===== src/rtl/mem_cfg_pkg.sv =====
package mem_cfg_pkg;

	// word geometry.
	localparam int data_width = 64;
	localparam int byte_width = 8;
	localparam int lanes_per_word = data_width / byte_width;

	// byte offset inside a word.
	localparam int offset_width = $clog2(lanes_per_word);

	// 1024 words of 8 bytes.
	localparam int word_addr_width = 10;
	localparam int byte_addr_width = word_addr_width + offset_width;

	// ram read path, address edge to rdata.
	localparam int ram_read_latency = 2;

	// request edge to response edge; the extra cycle is the output register.
	localparam int resp_latency = ram_read_latency + 1;

	localparam int tag_width = 4;

endpackage


===== src/rtl/mem_access_pkg.sv =====
package mem_access_pkg;
	import mem_cfg_pkg::*;

	typedef enum logic [1:0] {
		size_byte,
		size_half,
		size_word,
		size_double
	} access_size_t;

	typedef logic [byte_addr_width-1:0] byte_addr_t;
	typedef logic [word_addr_width-1:0] word_addr_t;
	typedef logic [offset_width-1:0]    byte_offset_t;
	typedef logic [data_width-1:0]      word_t;
	typedef logic [lanes_per_word-1:0]  strobe_t;
	typedef logic [tag_width-1:0]       tag_t;

	typedef struct packed {
		logic         write;
		access_size_t size;
		logic         is_signed;
		byte_addr_t   addr;
		word_t        wdata; // right-aligned.
		tag_t         tag;
	} mem_req_t;

	typedef struct packed {
		word_t rdata; // extended, zero for stores and errors.
		logic  err;
		logic  was_write;
		tag_t  tag;
	} mem_resp_t;

	typedef struct packed {
		access_size_t size;
		logic         is_signed;
		byte_offset_t offset;
		logic         err;
		logic         write;
		tag_t         tag;
	} load_meta_t;

	typedef struct packed {
		logic       en;
		word_addr_t word_addr;
		strobe_t    strobe;
		word_t      wdata; // replicated over all lanes.
	} ram_cmd_t;

	// aligned when the offset is a multiple of the access size in bytes.
	function automatic logic is_aligned(access_size_t size, byte_offset_t offset);
		byte_offset_t low_mask;
		low_mask = byte_offset_t'((1 << size) - 1);
		return (offset & low_mask) == '0;
	endfunction

endpackage


===== src/rtl/dmem_store_align.sv =====
`timescale 1ns/100ps

module dmem_store_align
	import mem_cfg_pkg::*;
	import mem_access_pkg::*;
(
	input  logic       req_valid,
	input  mem_req_t   req,
	output ram_cmd_t   cmd,
	output logic       meta_valid,
	output load_meta_t meta
);

	byte_offset_t offset;
	logic         aligned;
	strobe_t      size_lanes;
	int unsigned  size_bytes;

	assign offset = req.addr[offset_width-1:0];
	assign aligned = is_aligned(req.size, offset);
	assign size_bytes = 1 << req.size;

	// lanes covered by the access, before the offset shift.
	always_comb begin
		for (int i = 0; i < lanes_per_word; i++) begin
			size_lanes[i] = (i < size_bytes);
		end
	end

	// misaligned requests leave the ram idle.
	assign cmd.en = req_valid && aligned;
	assign cmd.word_addr = req.addr[byte_addr_width-1:offset_width];

	always_comb begin
		if (req_valid && aligned && req.write)
			cmd.strobe = size_lanes << offset;
		else
			cmd.strobe = '0; // loads read with no strobe.
	end

	// lane i takes byte (i mod size) of the value.
	always_comb begin
		for (int i = 0; i < lanes_per_word; i++) begin
			cmd.wdata[i*byte_width +: byte_width] =
				req.wdata[(i & (size_bytes - 1))*byte_width +: byte_width];
		end
	end

	assign meta_valid = req_valid;

	always_comb begin
		meta.size = req.size;
		meta.is_signed = req.is_signed;
		meta.offset = offset;
		meta.err = !aligned;
		meta.write = req.write;
		meta.tag = req.tag;
	end

endmodule


===== config.mk =====
export PLATFORM = sky130hd
export DESIGN_NAME = dmem_store_align
export DESIGN_NICKNAME = d
export VERILOG_FILES = /design/src/rtl/mem_cfg_pkg.sv /design/src/rtl/mem_access_pkg.sv /design/src/rtl/dmem_store_align.sv
export SDC_FILE = /design/constraint.sdc
export NUM_CORES = 1
export LEC_CHECK = 0
export BUFFER_PORTS_ARGS = -buffer_cell sky130_fd_sc_hd__buf_2
export CAP_MARGIN = 20
export CORE_MARGIN = 1.5
export CORE_UTILIZATION = 30
export DETAILED_ROUTE_END_ITERATION = 12
export PLACE_DENSITY_LB_ADDON = 0.2
export SLEW_MARGIN = 30
export SYNTH_ARGS = -nofsm -noshare
export SYNTH_HDL_FRONTEND = slang
export SYNTH_SLANG_ARGS = --single-unit

===== constraint.sdc =====
create_clock -name vclk -period 2.55
set_input_delay 0.1275 -clock vclk [all_inputs]
set_output_delay 0.1275 -clock vclk [all_outputs]
set_load 0.05 [all_outputs]

Word-level counts from Yosys, hierarchy flattened --
Cells that the tools add are included.
Cells by class: multiplexer cells 1, reduce and logical (&&, ||, !) cells 4, shift-type cells 9, order comparisons 8, bitwise logic cells 1, add/subtract/negate cells 2
Operators with widths (count):
- indexed part select 64 x 7 -> 8 bit | 4
- less-than comparator 3 x 32 -> 1 bit, first input constant | 4
- indexed part select 64 x 6 -> 8 bit | 2
- less-than comparator 1 x 32 -> 1 bit, first input constant | 2
- less-than comparator 2 x 32 -> 1 bit, first input constant | 2
- indexed part select 64 x 5 -> 8 bit | 1
- << shifter 1 x 2 -> 32 bit, first input constant | 1
- two-way mux 8 bit | 1
- << shifter 8 x 3 -> 8 bit | 1
- bitwise AND 3 bit | 1
- zero test 3 bit | 1
- subtractor 3 x 1 -> 3 bit, second input constant | 1
- subtractor 3 x 2 -> 3 bit, second input constant | 1
- logical AND 1 bit | 2
- zero test 1 bit | 1
Storage, ports and cells: word-level logic and storage cells 25, bits in registers 0, output and inout bits 96, input bits 86

Logic depth before layout (Yosys ltp) --
depth in word-level cells 7, gate-level depth with buffers 11, gate-level depth less buffers 6

Worst setup path before layout --
Ideal clock, no wire load.
path kind input -> output, from in req[82] (netlist name), to out cmd[71] (netlist name), stages 10, slack -264 ps, buffers on the path 5, data arrival time 2686 ps, required time 2423 ps, cells stage by stage buf_6 > buf_6 > buf_6 > buf_4 > nand2_1 > ha_1 > buf_2 > nand2b_1 > o2111ai_2 > a211oi_1
RTL lines:
- start, declared | line dmem_store_align.sv:8 | input mem_req_t req,
- end, declared | line dmem_store_align.sv:9 | output ram_cmd_t cmd,

==> Flow_metrics.wiki <==
{| class="wikitable"
! Metric !! Value
|-
| Most repeated library cell on the critical path || sky130_fd_sc_hd__buf_2
|-
| Final setup violating endpoints || 0
|-
| Initial cell density of the core || 31.8%
|-
| Net count after synthesis || 342
|-
| Met1 Resource Use GR || 23.4%
|-
| Number of hold violations in the final report || 0
|-
| Number of inserted filler cells in the final layout || 628
|-
| Max-cap violations || 0
|-
| Gate count after technology mapping || 255
|-
| Average cell area after synthesis || 7.00 sq um
|-
| Cell total after placement || 436
|-
| Leading cell type by number of instances after synthesis || sky130_fd_sc_hd__nor2_1
|-
| Multi-input combinational cell area || 1480 sq um
|-
| Final period demand of the worst path || 2.11 ns
|-
| IO Port Bufs || 152
|-
| Number of global-route vias before repair || 1993
|-
| Fraction of post-synthesis cell area in the top cell type by area || 15.1%
|-
| Data arrival, critical path || 1.99 ns
|-
| Hold path startpoint || req[74]
|-
| Pleak || 1.23 nW
|-
| Min-Delay Endpoint || cmd[75]
|-
| Number of hold buffers added after cts || 0
|-
| Core Area || 5610 sq um
|-
| Most frequent cells after synthesis || sky130_fd_sc_hd__nor2_1, sky130_fd_sc_hd__buf_4, sky130_fd_sc_hd__nand2_1, sky130_fd_sc_hd__a21oi_1, sky130_fd_sc_hd__mux2_2
|-
| Maximum number of pins on one net before global-route repair || 33
|-
| Final estimated routing congestion in global placement || 0.847
|-
| Number of post-CTS setup repair buffers || 0
|-
| Period utilisation layout || 82.9%
|-
| Wire length per cell || 14.3 microns
|-
| Area of the die || 6420 sq um
|-
| Setup Total Neg Slack || 0 ns
|-
| Crit-path max FO || 32
|-
| Number of antenna violations at the first check in global routing || 0
|-
| Portion of the post-synthesis area used by sequential elements || 0%
|-
| Fraction of final layout cells with drive strength greater than 1 || 59.6%
|-
| Critical path buffer and inverter count || 4
|-
| Number of library cell types mapped by synthesis || 35
|-
| Count of pins on the block boundary || 182
|-
| Number of design-rule violations left by the first detailed-router iteration || 53
|-
| Type of the worst min-delay path || in -> out
|-
| Hold path cells || 0
|-
| Pwr per Cell Area || 382 nW/um^2
|-
| Number of pins exceeding their max-slew limit in the final report || 0
|-
| Total routed wirelength || 6.24 mm
|-
| Vias after detailed routing || 2152
|-
| Cell area after technology mapping || 1780 sq um
|-
| Floorplan die width || 80.1 microns
|-
| Count of sequential standard cells || 0
|-
| Layout Nets || 453
|-
| Die height || 80.1 microns
|-
| Global-route layer with the greatest usage || met2
|-
| GRT Total Usage || 18.4%
|-
| Largest stage delay, worst path || 0.52 ns
|-
| Number of core rows || 27
|-
| Setup repair after global routing missed its margin || no
|-
| Clock buffer instance count of the final layout || 0
|-
| Synthesis-to-finish area growth || 35.0%
|-
| Diode insertion count for antenna repair || 0
|-
| Highest attainable clock frequency || 473 MHz
|-
| Required time of the critical path || 2.42 ns
|-
| GR Util met2 || 34.5%
|-
| Post-Layout Cell Count || 436
|-
| Count of cell instances traversed by the critical path || 9
|-
| Slowest cell on crit path || sky130_fd_sc_hd__mux4_2
|-
| Hpwl dp || 5.07 mm
|-
| Most area-hungry cell type in the Yosys netlist || sky130_fd_sc_hd__mux2_2
|-
| Transition at the pin with the smallest max-transition slack || 0.459 ns
|-
| Number of warnings reported in the yosys synthesis log || 0
|-
| Setup Crit Path Kind || in -> out
|-
| Vias per inst || 4.94
|-
| Critical Path, Cell by Cell || buf_2 > nor2_4 > inv_2 > ha_1 > buf_12 > mux4_2 > nor2_1 > a21oi_1 > buf_2
|-
| Flip-flop and latch area || 0 sq um
|-
| DRC || 0
|-
| Post-route antenna net violation count || 0
|-
| Largest delay share family, worst path || buffers and inverters
|-
| GR Layer Usage met3 || 2.73%
|-
| Element type at the critical path start || primary input
|-
| Total congestion overflow || 0
|-
| Resize count post-CTS || 0
|-
| Endpoint type of the worst setup path || output port
|-
| Max VDD drop || 0.265 mV
|-
| Status || complete, no violations
|-
| First-pass iteration count of the detailed router || 4
|-
| Ranking of synthesized cells by area || sky130_fd_sc_hd__mux2_2, sky130_fd_sc_hd__buf_4, sky130_fd_sc_hd__mux2i_1
|-
| Worst setup path start || req[83]
|-
| Relative slew slack || 69.4%
|-
| First-pass GRT wire length || 9.54 mm
|}
## layout by cell type (no fill, tap or decap), types with 2 or more instances in the layout
| cell | instances |
|---|---|
| sky130_fd_sc_hd__buf_2 | 152 |
| sky130_fd_sc_hd__nor2_1 | 43 |
| sky130_fd_sc_hd__nand2_1 | 30 |
| sky130_fd_sc_hd__mux2_2 | 24 |
| sky130_fd_sc_hd__mux2i_1 | 21 |
| sky130_fd_sc_hd__a21oi_1 | 17 |
| sky130_fd_sc_hd__nor2_2 | 8 |
| sky130_fd_sc_hd__mux4_2 | 8 |
| sky130_fd_sc_hd__a21oi_2 | 8 |
| sky130_fd_sc_hd__buf_4 | 7 |
| sky130_fd_sc_hd__nor2b_1 | 5 |
| sky130_fd_sc_hd__a211oi_1 | 5 |
| sky130_fd_sc_hd__nand2b_1 | 3 |
| sky130_fd_sc_hd__o22ai_1 | 3 |
| sky130_fd_sc_hd__inv_2 | 2 |
| sky130_fd_sc_hd__and2_1 | 2 |
| sky130_fd_sc_hd__o22a_1 | 2 |
| sky130_fd_sc_hd__and3b_1 | 2 |
| sky130_fd_sc_hd__a31oi_1 | 2 |
| sky130_fd_sc_hd__nor3_2 | 2 |
## stage by stage
step | hold slack (ns) | total power [W] | cell area, sq um | worst slack, ns | util (%)
global route | 0.255 | 0.000978 | 2410 | 0.337 | 42.9
global placement | 0.255 | 0.000922 | 2410 | 0.481 | 42.9
detailed placement | 0.255 | 0.000924 | 2410 | 0.442 | 42.9
floorplan | 0.422 | 0.000786 | 1850 | -0.239 | -
finish | 0.255 | 0.000920 | 2410 | 0.436 | 42.9
CTS | 0.255 | 0.000927 | 2410 | 0.435 | 42.9
## kinds of logic (layout without fill, tap and decap cells)
group | after synthesis | in the layout | synth area share (%)
AO/OA/AOI/OAI | 44 | 44 | 15.7
XOR/XNOR | 1 | 1 | 0.491
AND/OR/NAND/NOR | 103 | 103 | 25.2
adder cells (fa/ha/maj) | 1 | 1 | 0.701
multiplexers | 53 | 53 | 37.0
buffers and inverters | 53 | 162 | 20.8
## cell type report
type	instances	area share, %
Inverter	2	0.312
Multi-Input combinational cell	202	61.4
Tap cell	72	3.74
Timing Repair Buffer	160	34.6
## routing by layer
metal	vias to the layer above	part of all wire (%)
met4	0	0
met3	0	8.0
met1	967	42
met5	-	0
met2	99	50
li1	1086	-
## worst max path at each step
stage	end
after floorplan	cmd[56]
after global placement	cmd[57]
after detailed placement	cmd[59]
after CTS	cmd[59]
after global routing	cmd[59]
final	cmd[59]
## report_power, final
group	total, W	switching, W	leakage [nW]	internal (W)
Clock	0	0	0	0
Combinational	0.000920	0.000653	1.23	0.000267
Sequential	0	0	0	0
No activity file was read; power rests on OpenSTA's default activity.
