$ cat src/rtl/mem_cfg_pkg.sv
package mem_cfg_pkg;

	// word geometry.
	localparam int data_width = 64;
	localparam int byte_width = 8;
	localparam int lanes_per_word = data_width / byte_width;

	// byte offset inside a word.
	localparam int offset_width = $clog2(lanes_per_word);

	// 1024 words of 8 bytes.
	localparam int word_addr_width = 10;
	localparam int byte_addr_width = word_addr_width + offset_width;

	// ram read path, address edge to rdata.
	localparam int ram_read_latency = 2;

	// request edge to response edge; the extra cycle is the output register.
	localparam int resp_latency = ram_read_latency + 1;

	localparam int tag_width = 4;

endpackage

$ cat src/rtl/mem_access_pkg.sv
package mem_access_pkg;
	import mem_cfg_pkg::*;

	typedef enum logic [1:0] {
		size_byte,
		size_half,
		size_word,
		size_double
	} access_size_t;

	typedef logic [byte_addr_width-1:0] byte_addr_t;
	typedef logic [word_addr_width-1:0] word_addr_t;
	typedef logic [offset_width-1:0]    byte_offset_t;
	typedef logic [data_width-1:0]      word_t;
	typedef logic [lanes_per_word-1:0]  strobe_t;
	typedef logic [tag_width-1:0]       tag_t;

	typedef struct packed {
		logic         write;
		access_size_t size;
		logic         is_signed;
		byte_addr_t   addr;
		word_t        wdata; // right-aligned.
		tag_t         tag;
	} mem_req_t;

	typedef struct packed {
		word_t rdata; // extended, zero for stores and errors.
		logic  err;
		logic  was_write;
		tag_t  tag;
	} mem_resp_t;

	typedef struct packed {
		access_size_t size;
		logic         is_signed;
		byte_offset_t offset;
		logic         err;
		logic         write;
		tag_t         tag;
	} load_meta_t;

	typedef struct packed {
		logic       en;
		word_addr_t word_addr;
		strobe_t    strobe;
		word_t      wdata; // replicated over all lanes.
	} ram_cmd_t;

	// aligned when the offset is a multiple of the access size in bytes.
	function automatic logic is_aligned(access_size_t size, byte_offset_t offset);
		byte_offset_t low_mask;
		low_mask = byte_offset_t'((1 << size) - 1);
		return (offset & low_mask) == '0;
	endfunction

endpackage

$ cat src/rtl/dmem_load_format.sv
`timescale 1ns/100ps

module dmem_load_format
	import mem_cfg_pkg::*;
	import mem_access_pkg::*;
(
	input  logic                  clk,
	input  logic                  reset,
	input  logic                  meta_valid,
	input  load_meta_t            meta,
	input  logic [data_width-1:0] rdata,
	output logic                  resp_valid,
	output mem_resp_t             resp
);

	// one stage per ram read cycle.
	logic [ram_read_latency-1:0] valid_pipe;
	load_meta_t                  meta_pipe [ram_read_latency];

	logic                  out_valid;
	load_meta_t            out_meta;
	logic [data_width-1:0] shifted;
	logic [data_width-1:0] load_data;
	int unsigned           load_bits;
	logic                  sign_bit;

	always_ff @(posedge clk) begin
		if (reset) begin
			valid_pipe <= '0;
		end else begin
			valid_pipe[0] <= meta_valid;
			for (int i = 1; i < ram_read_latency; i++) begin
				valid_pipe[i] <= valid_pipe[i-1];
			end
		end
	end

	always_ff @(posedge clk) begin
		meta_pipe[0] <= meta;
		for (int i = 1; i < ram_read_latency; i++) begin
			meta_pipe[i] <= meta_pipe[i-1];
		end
	end

	// lines up with rdata.
	assign out_valid = valid_pipe[ram_read_latency-1];
	assign out_meta = meta_pipe[ram_read_latency-1];

	// addressed lanes down to bit 0, then extend above the access size.
	always_comb begin
		shifted = rdata >> (out_meta.offset * byte_width);
		load_bits = byte_width << out_meta.size;
		sign_bit = out_meta.is_signed && shifted[load_bits-1];
		for (int i = 0; i < data_width; i++) begin
			load_data[i] = (i < load_bits) ? shifted[i] : sign_bit;
		end
	end

	always_ff @(posedge clk) begin
		if (reset)
			resp_valid <= 1'b0;
		else
			resp_valid <= out_valid;
	end

	always_ff @(posedge clk) begin
		resp.rdata <= (out_meta.write || out_meta.err) ? '0 : load_data;
		resp.err <= out_meta.err;
		resp.was_write <= out_meta.write;
		resp.tag <= out_meta.tag;
	end

	// err from the aligner matches the size and offset that reach this stage,
	// stores at a nonzero offset included.
	assert property (@(posedge clk) disable iff (reset)
		out_valid |-> out_meta.err == !is_aligned(out_meta.size, out_meta.offset))
		else $error("dmem_load_format: err flag disagrees with alignment");

endmodule

$ cat config.mk
export PLATFORM = sky130hd
export DESIGN_NAME = dmem_load_format
export DESIGN_NICKNAME = d
export VERILOG_FILES = /design/src/rtl/mem_cfg_pkg.sv /design/src/rtl/mem_access_pkg.sv /design/src/rtl/dmem_load_format.sv
export SDC_FILE = /design/constraint.sdc
export NUM_CORES = 1
export LEC_CHECK = 0
export ABC_AREA = 1
export BUFFER_PORTS_ARGS = -buffer_cell sky130_fd_sc_hd__buf_2
export CAP_MARGIN = 40
export CORE_MARGIN = 2
export CORE_UTILIZATION = 40
export DETAILED_ROUTE_END_ITERATION = 8
export HOLD_SLACK_MARGIN = 0.05
export PLACE_DENSITY_LB_ADDON = 0.05
export REMOVE_ABC_BUFFERS = 1
export SKIP_CTS_REPAIR_TIMING = 1
export SYNTH_ARGS = -nofsm -noshare
export SYNTH_HDL_FRONTEND = slang
export SYNTH_SLANG_ARGS = --single-unit
$ cat constraint.sdc
create_clock -name clk -period 2.8 [get_ports clk]
set_clock_uncertainty 0.15 [all_clocks]
set_input_delay 0.84 -clock clk [delete_from_list [all_inputs] [get_ports clk]]
set_output_delay 0.84 -clock clk [all_outputs]
set_load 0.02 [all_outputs]
# After elaboration in Yosys (flattened, before gate mapping)
# Memory sizes are Yosys's and may differ from the RTL's.
# Cells that the tools add are included.
# totals
register_bits	73
latch_bits	0
out_inout_bits	71
wordCells	143
input_bits	79
rom_bits	0
mem_count	1
mem_bits_rw	24
# op_classes
reduce_logical	2
mul	0
muxes	66
n_div	0
eq_ne	0
addsub	1
order_cmp	65
n_shift	2
bitwise_logic	0
# mem_list
memory	words	word_bits	read_ports	rd_clocked_by_memory_dff	wr	line_no	rtl
meta_pipe	2	12	2	0	2	dmem_load_format.sv:18	load_meta_t meta_pipe [ram_read_latency];
# ops
op	n
less-than comparator 6 x 32 -> 1 bit (first input constant)	32
less-than comparator 5 x 32 -> 1 bit (first input constant)	16
less-than comparator 4 x 32 -> 1 bit (first input constant)	8
less-than comparator 3 x 32 -> 1 bit (first input constant)	4
2-to-1 mux 1 bit	65
less-than comparator 1 x 32 -> 1 bit (first input constant)	2
less-than comparator 2 x 32 -> 1 bit (first input constant)	2
>> shifter 64 x 6 -> 64 bit	1
less-than comparator 32 x 7 -> 1 bit (second input constant)	1
<< shifter 4 x 2 -> 32 bit (first input constant)	1
subtractor 32 x 1 -> 32 bit (second input constant)	1
binary-select mux 1 bit (select 6 bit)	1
logical AND 1 bit	1
logical OR 1 bit	1

# Longest topological paths before layout
# Gate-level depths: netlist (run 1).
# depth
depth_word	6
depth_mapped	13
depth_no_buf	11

# Least setup slack after synthesis (run 1)
# Ideal clock, no wire load.
# synth_timing
path_kind	input to register
from	in rdata[55]
to	reg resp[37] in the netlist's numbering
setup_ns	0.135
path_slack_ns	0.832
t_arrival_ns	1.683
path_stages	9
path_cell_list	nand2_1 -> nand3_1 -> nand3_1 -> nand2_1 -> a21boi_2 -> nand2_4 -> nand3_4 -> buf_6 -> a21oi_1
# synth_between
elab_chain_cells	5
# synth_rtl
item	line_no	rtl
start: declaration	dmem_load_format.sv:11	input logic [data_width-1:0] rdata,
>> shifter 64 x 6 -> 64 bit *	dmem_load_format.sv:51	shifted = rdata >> (out_meta.offset * byte_width);
binary-select mux 1 bit (select 6 bit)	dmem_load_format.sv:53	sign_bit = out_meta.is_signed && shifted[load_bits-1];
2-to-1 mux 1 bit (not written as such)	dmem_load_format.sv:53	
logical AND 1 bit	dmem_load_format.sv:53	
2-to-1 mux 1 bit *	dmem_load_format.sv:55	load_data[i] = (i < load_bits) ? shifted[i] : sign_bit;
end: declaration	dmem_load_format.sv:13	output mem_resp_t resp
# Mark *: on every way between the ends. The rest lies on a longest branch, timed or not. The select of a mux whose other input is x is not followed.
# A chain may end at the register's enable or synchronous reset.

==> results.tsv, run 1 <==
stage	metric	value	unit
run_status	run status	complete, no violations	
yosys	number of flops mapped to enable cells by yosys	0	
setup_path	critical path startpoint category	register	
yosys	Netlist cell types	28	
power_and_ir_drop	Tot Pwr	2.81	mW
yosys	largest family of logic cells by synthesized area	compound AO/OA/AOI/OAI gates	
sta	RSZ-0062 raised after global routing	false	
yosys	cell with the most instances after synthesis	nand2_1	
floorplan	Top Ports	150	
routing	drt total wl	12200	um
yosys	xor/xnor cell area share of the yosys netlist	0	%
sta	worst setup margin	0.532	ns
power_and_ir_drop	maximum VDD drop	0.271	mV
setup_path	worst r2r path cells	8	
sta	count of pins over their slew limit	0	
clocking	Sinks on Clock Net	97	
worst_hold_path	hold path cells	0	
power_and_ir_drop	pwr/cell area	536	mW/mm2
routing	drt first-iter violations	172	
grt	initial antenna violation count	0	
power_and_ir_drop	Int Pwr	1.95	mW
grt	vias in the first global route	3899	
routing	Initial DRT Pass Iterations	5	
grt	first-pass GRT wire length	19400	um
yosys	Seq cells post-synth	97	
yosys	Async SR Flop Fraction	0	%
setup_path	required time of the critical path	2.93	ns
layout	Final Cell Area	0.00524	mm2
worst_hold_path	Hold WC Path Type	reg2reg	
routing	Residual DRC	0	
clocking	Clock Latency Late Sink	0.37	ns
clocking	H-tree Lvls	3	
place	GP Congestion	0.866	
sta	Slew Limit Headroom	47.5	%
power_and_ir_drop	Sequential Power Share	52.2	%
place	placement-stage worst setup slack	0.300	ns
yosys	synthesized instance count	537	
grt	total track usage	21.5	%
power_and_ir_drop	NetSw	0.862	mW
sta	Tcrit/Tclk final	81.0	%
yosys	sequential area share after synthesis	45.6	%
setup_path	Worst Setup End Kind	register	
place	dpl hpwl	8290	um
yosys	Yosys top cell area share	45.6	%
routing	post-route antenna net violation count	0	
yosys	Simple-Gate Fraction of Synth Area	20.1	%
setup_path	Crit Path Category	reg2reg	
flow_run	number of max-cap violations	0	
yosys	mux cell area share after synthesis	5.64	%
yosys	mapped cell area	0.00426	mm2
floorplan	full die area	0.0115	mm2
power_and_ir_drop	Sw Share	30.7	%
yosys	Synthesis Warnings	0	
clocking	worst-case clock buffer depth	2	
yosys	synth top area cells	dfxtp_1 (46%), nand2_1 (12%), a21oi_1 (6.1%)	
grt	Congestion Overflow GR	0	
layout	fill count	1058	
sta	# setup viols final	0	
power_and_ir_drop	Clock power frac	30.3	%
yosys	cell taking the most area after synthesis	dfxtp_1	
place	Area after DPL	0.00506	mm2
power_and_ir_drop	leakage	2.47	nW
yosys	Compound-Gate Fraction of Synth Area	21.5	%
sta	Worst-Margin Slew	0.787	ns
floorplan	Die X	107	um
yosys	synth cell count leaders	nand2_1 (132), dfxtp_1 (97), a21oi_1 (52)	
layout	area delta synth->final	22.9	%
yosys	Post-Synth Adder-Cell Area	0	%
routing	average wire per standard cell	15.1	um
floorplan	core area	0.0103	mm2
setup_path	crit-path max FO	32	
yosys	Main synth FF type	dfxtp_1	
layout	ratio of cells with drive above 1 in the final layout	32.0	%
setup_path	CP Data Arrival Time	2.40	ns
place	# port buffers	149	
layout	Nets	745	
sta	Max Clock Freq	441	MHz
routing	vias per cell	5.09	
layout	number of diodes	0	
routing	vias after detailed routing	4106	
place	Inst Count DP	791	
sta	Fin. Hold Viols	0	
floorplan	Rows	37	
floorplan	Initial Utilization	41.3	%
clocking	Num CTS Buffers	9	
sta	Final min period	2.27	ns
floorplan	die height	107	um
sta	setup_tns	0	ns
clocking	Reg clk slew, reported paths	0.10	ns
layout	Layout Cells excl Fill	807	
clocking	CTS tree	built	
yosys	syn_area_per_cell	7.93	um2
power_and_ir_drop	Comb power frac	17.6	%
grt	largest net degree at the start of global routing	50	
clocking	Clk Tree Root Cell	clkbuf_8	
power groups by stage:
stage | Combinational, mW | Sequential (mW) | Clock [mW]
6_report | 0.494 | 1.46 | 0.850
5_1_grt | 0.549 | 1.47 | 0.937
4_1_cts | 0.494 | 1.47 | 0.879
3_5_place_dp | 0.493 | 1.50 | 0
3_3_place_gp | 0.489 | 1.50 | 0
2_1_floorplan | 0.235 | 1.56 | 0
state kept, by name, indices dropped and copies added, names as in the netlist:
name	count
meta_pipe	24
resp	70
resp_valid	1
valid_pipe	2
stage by stage:
stage	hold slack, ns	utilization [%]
6_report	0.183	50.7
4_1_cts	0.184	50.7
3_3_place_gp	0.160	49.0
5_1_grt	0.187	50.7
3_5_place_dp	0.163	49.0
2_1_floorplan	0.160	-
worst paths after layout:
| path | from | to | slack [ns] |
|---|---|---|---|
| setup / recovery | meta_pipe[0][23]$_DFF_P_ | resp[46]$_SDFF_PP0_ | 0.53 |
| hold / removal | meta_pipe[0][7]$_DFF_P_ | meta_pipe[0][19]$_DFF_P_ | 0.18 |
| setup reg to reg | meta_pipe[0][23]$_DFF_P_ | resp[46]$_SDFF_PP0_ | 0.53 |
| hold reg to reg | meta_pipe[0][7]$_DFF_P_ | meta_pipe[0][19]$_DFF_P_ | 0.18 |
layout make-up:
cell class	count	area [um2]	area share, %
Clock buffer	9	124	2.37
Clock inverter	7	51.3	0.979
Inverter	24	90.1	1.72
Multi-Input combinational cell	373	2010	38.4
Sequential cell	97	1940	37.1
Tap cell	136	170	3.25
Timing Repair Buffer	161	848	16.2
per-layer routing:
metal | share of wire (%) | vias to the layer above | track usage (%)
li1 | - | 2069 | -
met1 | 46 | 1867 | 29.1
met2 | 46 | 153 | 34.3
met3 | 6.7 | 17 | 3.65
met4 | 1.6 | 0 | 7.61
met5 | 0 | - | 0
critical path, stage by stage (launching register included):
cell and delay [ns]:
dfxtp_1 0.64, inv_1 0.20, a21oi_1 0.20, nand3_1 0.09
nand2_1 0.08, inv_2 0.04, nand2_4 0.08, nand3_4 0.40
a21oi_1 0.28
cells by family after synthesis:
group	count (synthesis)
buffers and inverters	67
DFF	97
muxes	24
and+or+nand+nor	199
AOI/OAI and AO/OA	150
placed cells by master (no fill, tap or decap), types with 2 or more instances in the layout:
cell type | Yosys | final
nand2_1 | 132 | 132
inv_6 | 0 | 3
a21oi_2 | 19 | 19
nand3_1 | 30 | 30
o211ai_1 | 30 | 30
clkinv_2 | 0 | 2
clkbuf_8 | 0 | 9
a21oi_1 | 52 | 52
or2_2 | 6 | 6
nand3_4 | 2 | 2
nand4_1 | 3 | 3
nor2_1 | 21 | 21
dfxtp_2 | 0 | 2
inv_1 | 21 | 20
mux2i_1 | 24 | 24
buf_2 | 10 | 149
a31oi_1 | 2 | 2
o21ai_0 | 43 | 43
dfxtp_1 | 97 | 95
buf_4 | 4 | 11
inv_2 | 3 | 4
clkinvlp_4 | 0 | 2
o21bai_1 | 2 | 2
Power figures use the tool's default switching activity.
==> run 2: changes to the inputs <==
==> constraint.sdc (replaced) <==
create_clock -name clk -period 2.4 [get_ports clk]
set_clock_uncertainty 0.15 [all_clocks]
set_input_delay 0.72 -clock clk [delete_from_list [all_inputs] [get_ports clk]]
set_output_delay 0.72 -clock clk [all_outputs]
set_load 0.02 [all_outputs]
==> run 2 against run 1 <==
  * Worst setup slack worse by 0.19 ns
  * Critical path depth stayed put
  * Clock power is 19% higher
  * Register-to-register slack worse by 0.19 ns
  * Wire length is 0.83% lower
  * Largest cell class unchanged
==> results.tsv, run 2 (synthesized netlist as in run 1, its figures left out) <==
stage	metric	value	unit	change
run_status	run status	complete, no violations		
floorplan	Initial Utilization	41.3	%	unchanged
layout	max FFs per register	70		unchanged
place	dpl hpwl	8630	um	+4.0%
floorplan	Rows	37		unchanged
routing	Initial DRT Pass Iterations	4		-1
floorplan	Top Ports	150		unchanged
setup_path	crit-path max FO	24		-25%
clocking	Reg clk slew, reported paths	0.10	ns	about the same
layout	area delta synth->final	24.5	%	
layout	Layout Cells excl Fill	813		+0.74%
routing	drt first-iter violations	161		-6.4%
grt	vias in the first global route	3903		+0.10%
setup_path	Worst path slowest cell	dfxtp_1		
power_and_ir_drop	maximum VDD drop	0.277	mV	+2.2%
sta	Max Clock Freq	485	MHz	+10%
power_and_ir_drop	Sw Share	30.7	%	about the same
power_and_ir_drop	Sequential Power Share	51.6	%	-0.6 points
layout	largest registers	resp: 70 flops, meta_pipe: 24 flops, valid_pipe: 2 flops		
clocking	Sinks on Clock Net	97		unchanged
sta	# setup viols final	0		unchanged
worst_hold_path	Hold WC Path Type	reg2reg		
place	GP Congestion	0.825		-4.7%
grt	total track usage	21.4	%	-0.096 points
sta	Slew Limit Headroom	71.1	%	+24 points
layout	Nets	751		+0.81%
layout	Multi-input gate area	0.00201	mm2	unchanged
setup_path	Top delay family on crit path	flip-flops		
setup_path	critical path startpoint category	register		
place	placement-stage worst setup slack	0.193	ns	-0.108 ns
layout	most frequent cells in the layout	buf_2 (149), nand2_1 (132), dfxtp_1 (95), a21oi_1 (52), o21ai_0 (43)		
sta	count of pins over their slew limit	0		unchanged
place	Area after DPL	0.00512	mm2	+1.1%
layout	Final Cell Area	0.00531	mm2	+1.3%
layout	Storage cell area	0.00194	mm2	unchanged
grt	Congestion Overflow GR	0		unchanged
setup_path	CP Data Arrival Time	2.16	ns	-0.24 ns
layout	fill count	1024		-3.2%
floorplan	die height	107	um	unchanged
routing	vias per cell	5.06		-0.50%
layout	commonest non-fill, non-tap cell in the layout	buf_2		
clocking	H-tree Lvls	3		unchanged
clocking	Clk Tree Root Cell	clkbuf_8		
setup_path	worst path cell trace	inv_1 > nand3_1 > nand2_1 > a21boi_2 > nand2_4 > nand3_4 > buf_12 > a21oi_1		
grt	initial antenna violation count	0		unchanged
floorplan	full die area	0.0115	mm2	unchanged
place	Inst Count DP	797		+0.76%
clocking	Clock Latency Late Sink	0.37	ns	about the same
floorplan	Die X	107	um	unchanged
flow_run	number of max-cap violations	0		unchanged
place	# port buffers	149		unchanged
setup_path	buffers plus inverters on the worst setup path	2		unchanged
power_and_ir_drop	leakage	2.51	nW	+1.7%
routing	drt total wl	12100	um	-0.83%
setup_path	required time of the critical path	2.50	ns	-0.43 ns
routing	vias after detailed routing	4116		+0.24%
clocking	CTS tree	built		
layout	ratio of cells with drive above 1 in the final layout	32.6	%	+0.60 points
sta	Final min period	2.06	ns	-0.207 ns
grt	largest net degree at the start of global routing	43		-14%
sta	Fin. Hold Viols	0		unchanged
clocking	worst-case clock buffer depth	2		unchanged
setup_path	CP peak stage delay	0.56	ns	-0.08 ns
layout	final core utilization	51.4	%	+0.65 points
setup_path	Worst Setup End Kind	register		
setup_path	Crit Path Category	reg2reg		
routing	Residual DRC	0		unchanged
sta	Worst-Margin Slew	0.433	ns	-0.353 ns
power_and_ir_drop	Clock power frac	30.6	%	+0.3 points
power_and_ir_drop	pwr/cell area	624	mW/mm2	+16%
sta	RSZ-0062 raised after global routing	false		
power_and_ir_drop	NetSw	1.02	mW	+18%
sta	Tcrit/Tclk final	85.9	%	+4.9 points
grt	first-pass GRT wire length	19100	um	-1.6%
floorplan	core area	0.0103	mm2	unchanged
power_and_ir_drop	Int Pwr	2.29	mW	+18%
clocking	Num CTS Buffers	9		unchanged
routing	average wire per standard cell	14.9	um	-1.6%
layout	largest reg by FF count	resp		
sta	worst setup margin	0.339	ns	-0.193 ns
power_and_ir_drop	Comb power frac	17.8	%	+0.2 points
layout	number of diodes	0		unchanged
routing	post-route antenna net violation count	0		unchanged
## run 2: cell types whose count changed in the layout (fill, tap and decap cells not counted)
| cell | before | now |
|---|---|---|
| buf_4 | 11 | 16 |
| inv_8 | 0 | 2 |
| buf_12 | 1 | 2 |
| clkinv_2 | 2 | 1 |
| clkinv_4 | 0 | 1 |
| clkinvlp_4 | 2 | 1 |
| inv_6 | 3 | 2 |
## run 2: metal layers
layer,track usage (%),routed length [um],vias up
met5,0,0,-
met4,7.24,180,0
met3,3.65,788,13
met2,33.8,5550,147
met1,29.5,5600,1871
li1,-,-,2085
## run 2: final timing paths
kind         slack (ns)                     start  depth (start not counted)                  endpoint
min reg2reg        0.18   meta_pipe[0][6]$_DFF_P_                          0  meta_pipe[0][18]$_DFF_P_
max                0.34  meta_pipe[0][20]$_DFF_P_                          8       resp[63]$_SDFF_PP0_
min                0.18   meta_pipe[0][6]$_DFF_P_                          0  meta_pipe[0][18]$_DFF_P_
max reg2reg        0.34  meta_pipe[0][20]$_DFF_P_                          8       resp[63]$_SDFF_PP0_
## run 2: worst register-to-register path, delay by kind of cell (launching register included)
kind                   cells  cell delay [ns]
DFF                        1             0.56
and+or+nand+nor            4             0.50
buffers and inverters      2             0.48
AOI/OAI and AO/OA          2             0.27
## run 2: layout make-up
class                      instances  share of cell area, %
sequential                        97                   36.7
timing repair buffer             167                   17.1
clock buffer                       9                   2.33
tap                              136                   3.21
clock inverter                     7                   1.16
multi-input combinational        373                   37.9
inverter                          24                   1.70
## run 2: through the flow
| step | power (mW) | hold slack, ns | setup TNS (ns) |
|---|---|---|---|
| 6_report | 3.31 | 0.182 | 0 |
| 2_1_floorplan | 2.10 | 0.160 | -65.77 |
| 5_1_grt | 3.49 | 0.186 | 0 |
| 3_3_place_gp | 2.33 | 0.160 | 0 |
| 4_1_cts | 3.35 | 0.184 | 0 |
| 3_5_place_dp | 2.33 | 0.164 | 0 |
## run 2: power by group through the flow
stage / Sequential (mW) / Clock, mW / Combinational (mW)
final: 1.71 / 1.01 / 0.588
after global routing: 1.72 / 1.12 / 0.653
after CTS: 1.71 / 1.05 / 0.588
after detailed placement: 1.75 / 0 / 0.586
after global placement: 1.75 / 0 / 0.584
after floorplan: 1.82 / 0 / 0.274
==> run 3: changes to the inputs <==
--- a/config.mk
+++ b/config.mk
@@ -12,7 +12,7 @@
 export CORE_UTILIZATION = 40
 export DETAILED_ROUTE_END_ITERATION = 8
 export HOLD_SLACK_MARGIN = 0.05
-export PLACE_DENSITY_LB_ADDON = 0.05
+export PLACE_DENSITY = 0.64
 export REMOVE_ABC_BUFFERS = 1
 export SKIP_CTS_REPAIR_TIMING = 1
 export SYNTH_ARGS = -nofsm -noshare
==> run 3 against run 2 <==
  * Utilization rose by 0.085 points
  * Combinational power barely moved
  * Via count rose by 0.19%
  * Critical endpoint is now resp[49]$_SDFF_PP0_
  * Highest routed layer unchanged
==> results.tsv, run 3 (synthesized netlist as in run 1, its figures left out) <==
stage	metric	value	unit	change
routing	average wire per standard cell	15.0	um	+0.30%
grt	total track usage	21.4	%	about the same
setup_path	most frequent CP cell	buf_4		
routing	post-route antenna net violation count	0		unchanged
floorplan	Rows	37		unchanged
setup_path	Crit Path Category	reg2reg		
floorplan	Top Ports	150		unchanged
grt	initial antenna violation count	0		unchanged
power_and_ir_drop	leakage	2.51	nW	+0.14%
clocking	Num CTS Buffers	9		unchanged
setup_path	buffers plus inverters on the worst setup path	3		+1
setup_path	CP peak stage delay	0.35	ns	-0.21 ns
layout	number of diodes	0		unchanged
setup_path	worst path cell trace	inv_2 > buf_4 > nand4_1 > a21boi_2 > nand2_4 > nand3_4 > buf_4 > a21oi_1		
floorplan	die height	107	um	unchanged
layout	commonest non-fill, non-tap cell in the layout	buf_2		
clocking	Clock Latency Late Sink	0.37	ns	about the same
sta	Slew Limit Headroom	70.4	%	-0.72 points
grt	Congestion Overflow GR	0		unchanged
routing	vias per cell	5.07		+0.19%
sta	Final min period	2.10	ns	+0.0391 ns
routing	Residual DRC	0		unchanged
routing	drt total wl	12200	um	+0.30%
place	# port buffers	149		unchanged
place	dpl hpwl	8680	um	+0.61%
power_and_ir_drop	maximum VDD drop	0.365	mV	+32%
flow_run	number of max-cap violations	0		unchanged
floorplan	Die X	107	um	unchanged
layout	Final Cell Area	0.00531	mm2	+0.17%
setup_path	crit-path max FO	23		-4.2%
grt	GR Util met3	2.98	%	-0.67 points
grt	met1 Use GR	29.0	%	-0.50 points
routing	vias after detailed routing	4124		+0.19%
clocking	Reg clk slew, reported paths	0.10	ns	about the same
sta	setup_tns	0	ns	unchanged
sta	Max Clock Freq	476	MHz	-1.9%
layout	Layout Cells excl Fill	813		unchanged
place	Inst Count DP	797		unchanged
routing	drt first-iter violations	216		+34%
layout	Nets	751		unchanged
sta	count of pins over their slew limit	0		unchanged
setup_path	Worst path slowest cell	dfxtp_2		
layout	largest registers	resp: 70 flops, meta_pipe: 24 flops, valid_pipe: 2 flops		
sta	Worst-Margin Slew	0.444	ns	+0.0102 ns
setup_path	CP Data Arrival Time	2.25	ns	+0.09 ns
grt	first-pass GRT wire length	19100	um	about the same
sta	RSZ-0062 raised after global routing	false		
power_and_ir_drop	pwr/cell area	632	mW/mm2	+1.2%
clocking	CTS tree	built		
layout	area delta synth->final	24.7	%	
grt	busiest grt layer	met2		
setup_path	critical path startpoint category	register		
routing	Initial DRT Pass Iterations	5		+1
grt	vias in the first global route	3841		-1.6%
worst_hold_path	Hold WC Path Type	reg2reg		
floorplan	full die area	0.0115	mm2	unchanged
sta	# setup viols final	0		unchanged
layout	most frequent cells in the layout	buf_2 (149), nand2_1 (132), dfxtp_1 (95), a21oi_1 (52), o21ai_0 (43)		
layout	fill count	1025		+0.098%
clocking	Sinks on Clock Net	97		unchanged
sta	Hold Slack	0.183	ns	+0.000789 ns
setup_path	Top delay family on crit path	buffers and inverters		
layout	ratio of cells with drive above 1 in the final layout	32.6	%	unchanged
sta	Tcrit/Tclk final	87.5	%	+1.6 points
floorplan	core area	0.0103	mm2	unchanged
setup_path	required time of the critical path	2.55	ns	+0.05 ns
place	Area after DPL	0.00512	mm2	unchanged
clocking	Clk Tree Root Cell	clkbuf_8		
sta	Fin. Hold Viols	0		unchanged
layout	largest reg by FF count	resp		
clocking	H-tree Lvls	3		unchanged
grt	largest net degree at the start of global routing	67		+56%
layout	max FFs per register	70		unchanged
setup_path	Worst Setup End Kind	register		
grt	routing usage on met2	33.3	%	-0.50 points
power_and_ir_drop	Tot Pwr	3.36	mW	+1.4%
place	GP Congestion	0.877		+6.2%
floorplan	Initial Utilization	41.3	%	unchanged
clocking	worst-case clock buffer depth	2		unchanged
run_status	run status	complete, no violations		
## run 3: cell types whose count changed in the layout (fill, tap and decap cells not counted)
cell	previous run	this run
clkbuf_8	9	10
clkinv_2	1	0
clkinv_4	1	0
inv_6	2	3
## run 3: path summary, 6_finish.rpt
| check | depth (start not counted) | end | startpoint | slack [ns] |
|---|---|---|---|---|
| setup reg to reg | 8 | resp[49]$_SDFF_PP0_ | meta_pipe[0][18]$_DFF_P_ | 0.30 |
| setup / recovery | 8 | resp[49]$_SDFF_PP0_ | meta_pipe[0][18]$_DFF_P_ | 0.30 |
| hold reg to reg | 0 | meta_pipe[0][18]$_DFF_P_ | meta_pipe[0][6]$_DFF_P_ | 0.18 |
| hold / removal | 0 | meta_pipe[0][18]$_DFF_P_ | meta_pipe[0][6]$_DFF_P_ | 0.18 |
## run 3: power breakdown
group	switching (mW)	internal (mW)
clock	0.626	0.431
sequential	0.0304	1.68
combinational	0.372	0.217
## run 3: cell type report
class,instances,area (um2),area share [%]
multi-input combinational,373,2010,37.8
inverter,24,90.1,1.70
sequential,97,1940,36.6
clock buffer,10,138,2.59
clock inverter,6,56.3,1.06
timing repair buffer,167,906,17.0
tap,136,170,3.20
## run 3: per-stage QoR
step,utilization [%],worst slack [ns]
global route,51.5,0.152
floorplan,-,-1.15
detailed placement,49.6,0.225
global placement,49.6,0.306
finish,51.5,0.300
CTS,51.5,0.296
## run 3: layer usage
layer,routed length (um),up-vias,share of wire [%]
met5,0,-,0
met1,5400,1862,44
met3,716,29,5.9
met4,384,0,3.2
li1,-,2083,-
met2,5650,150,47
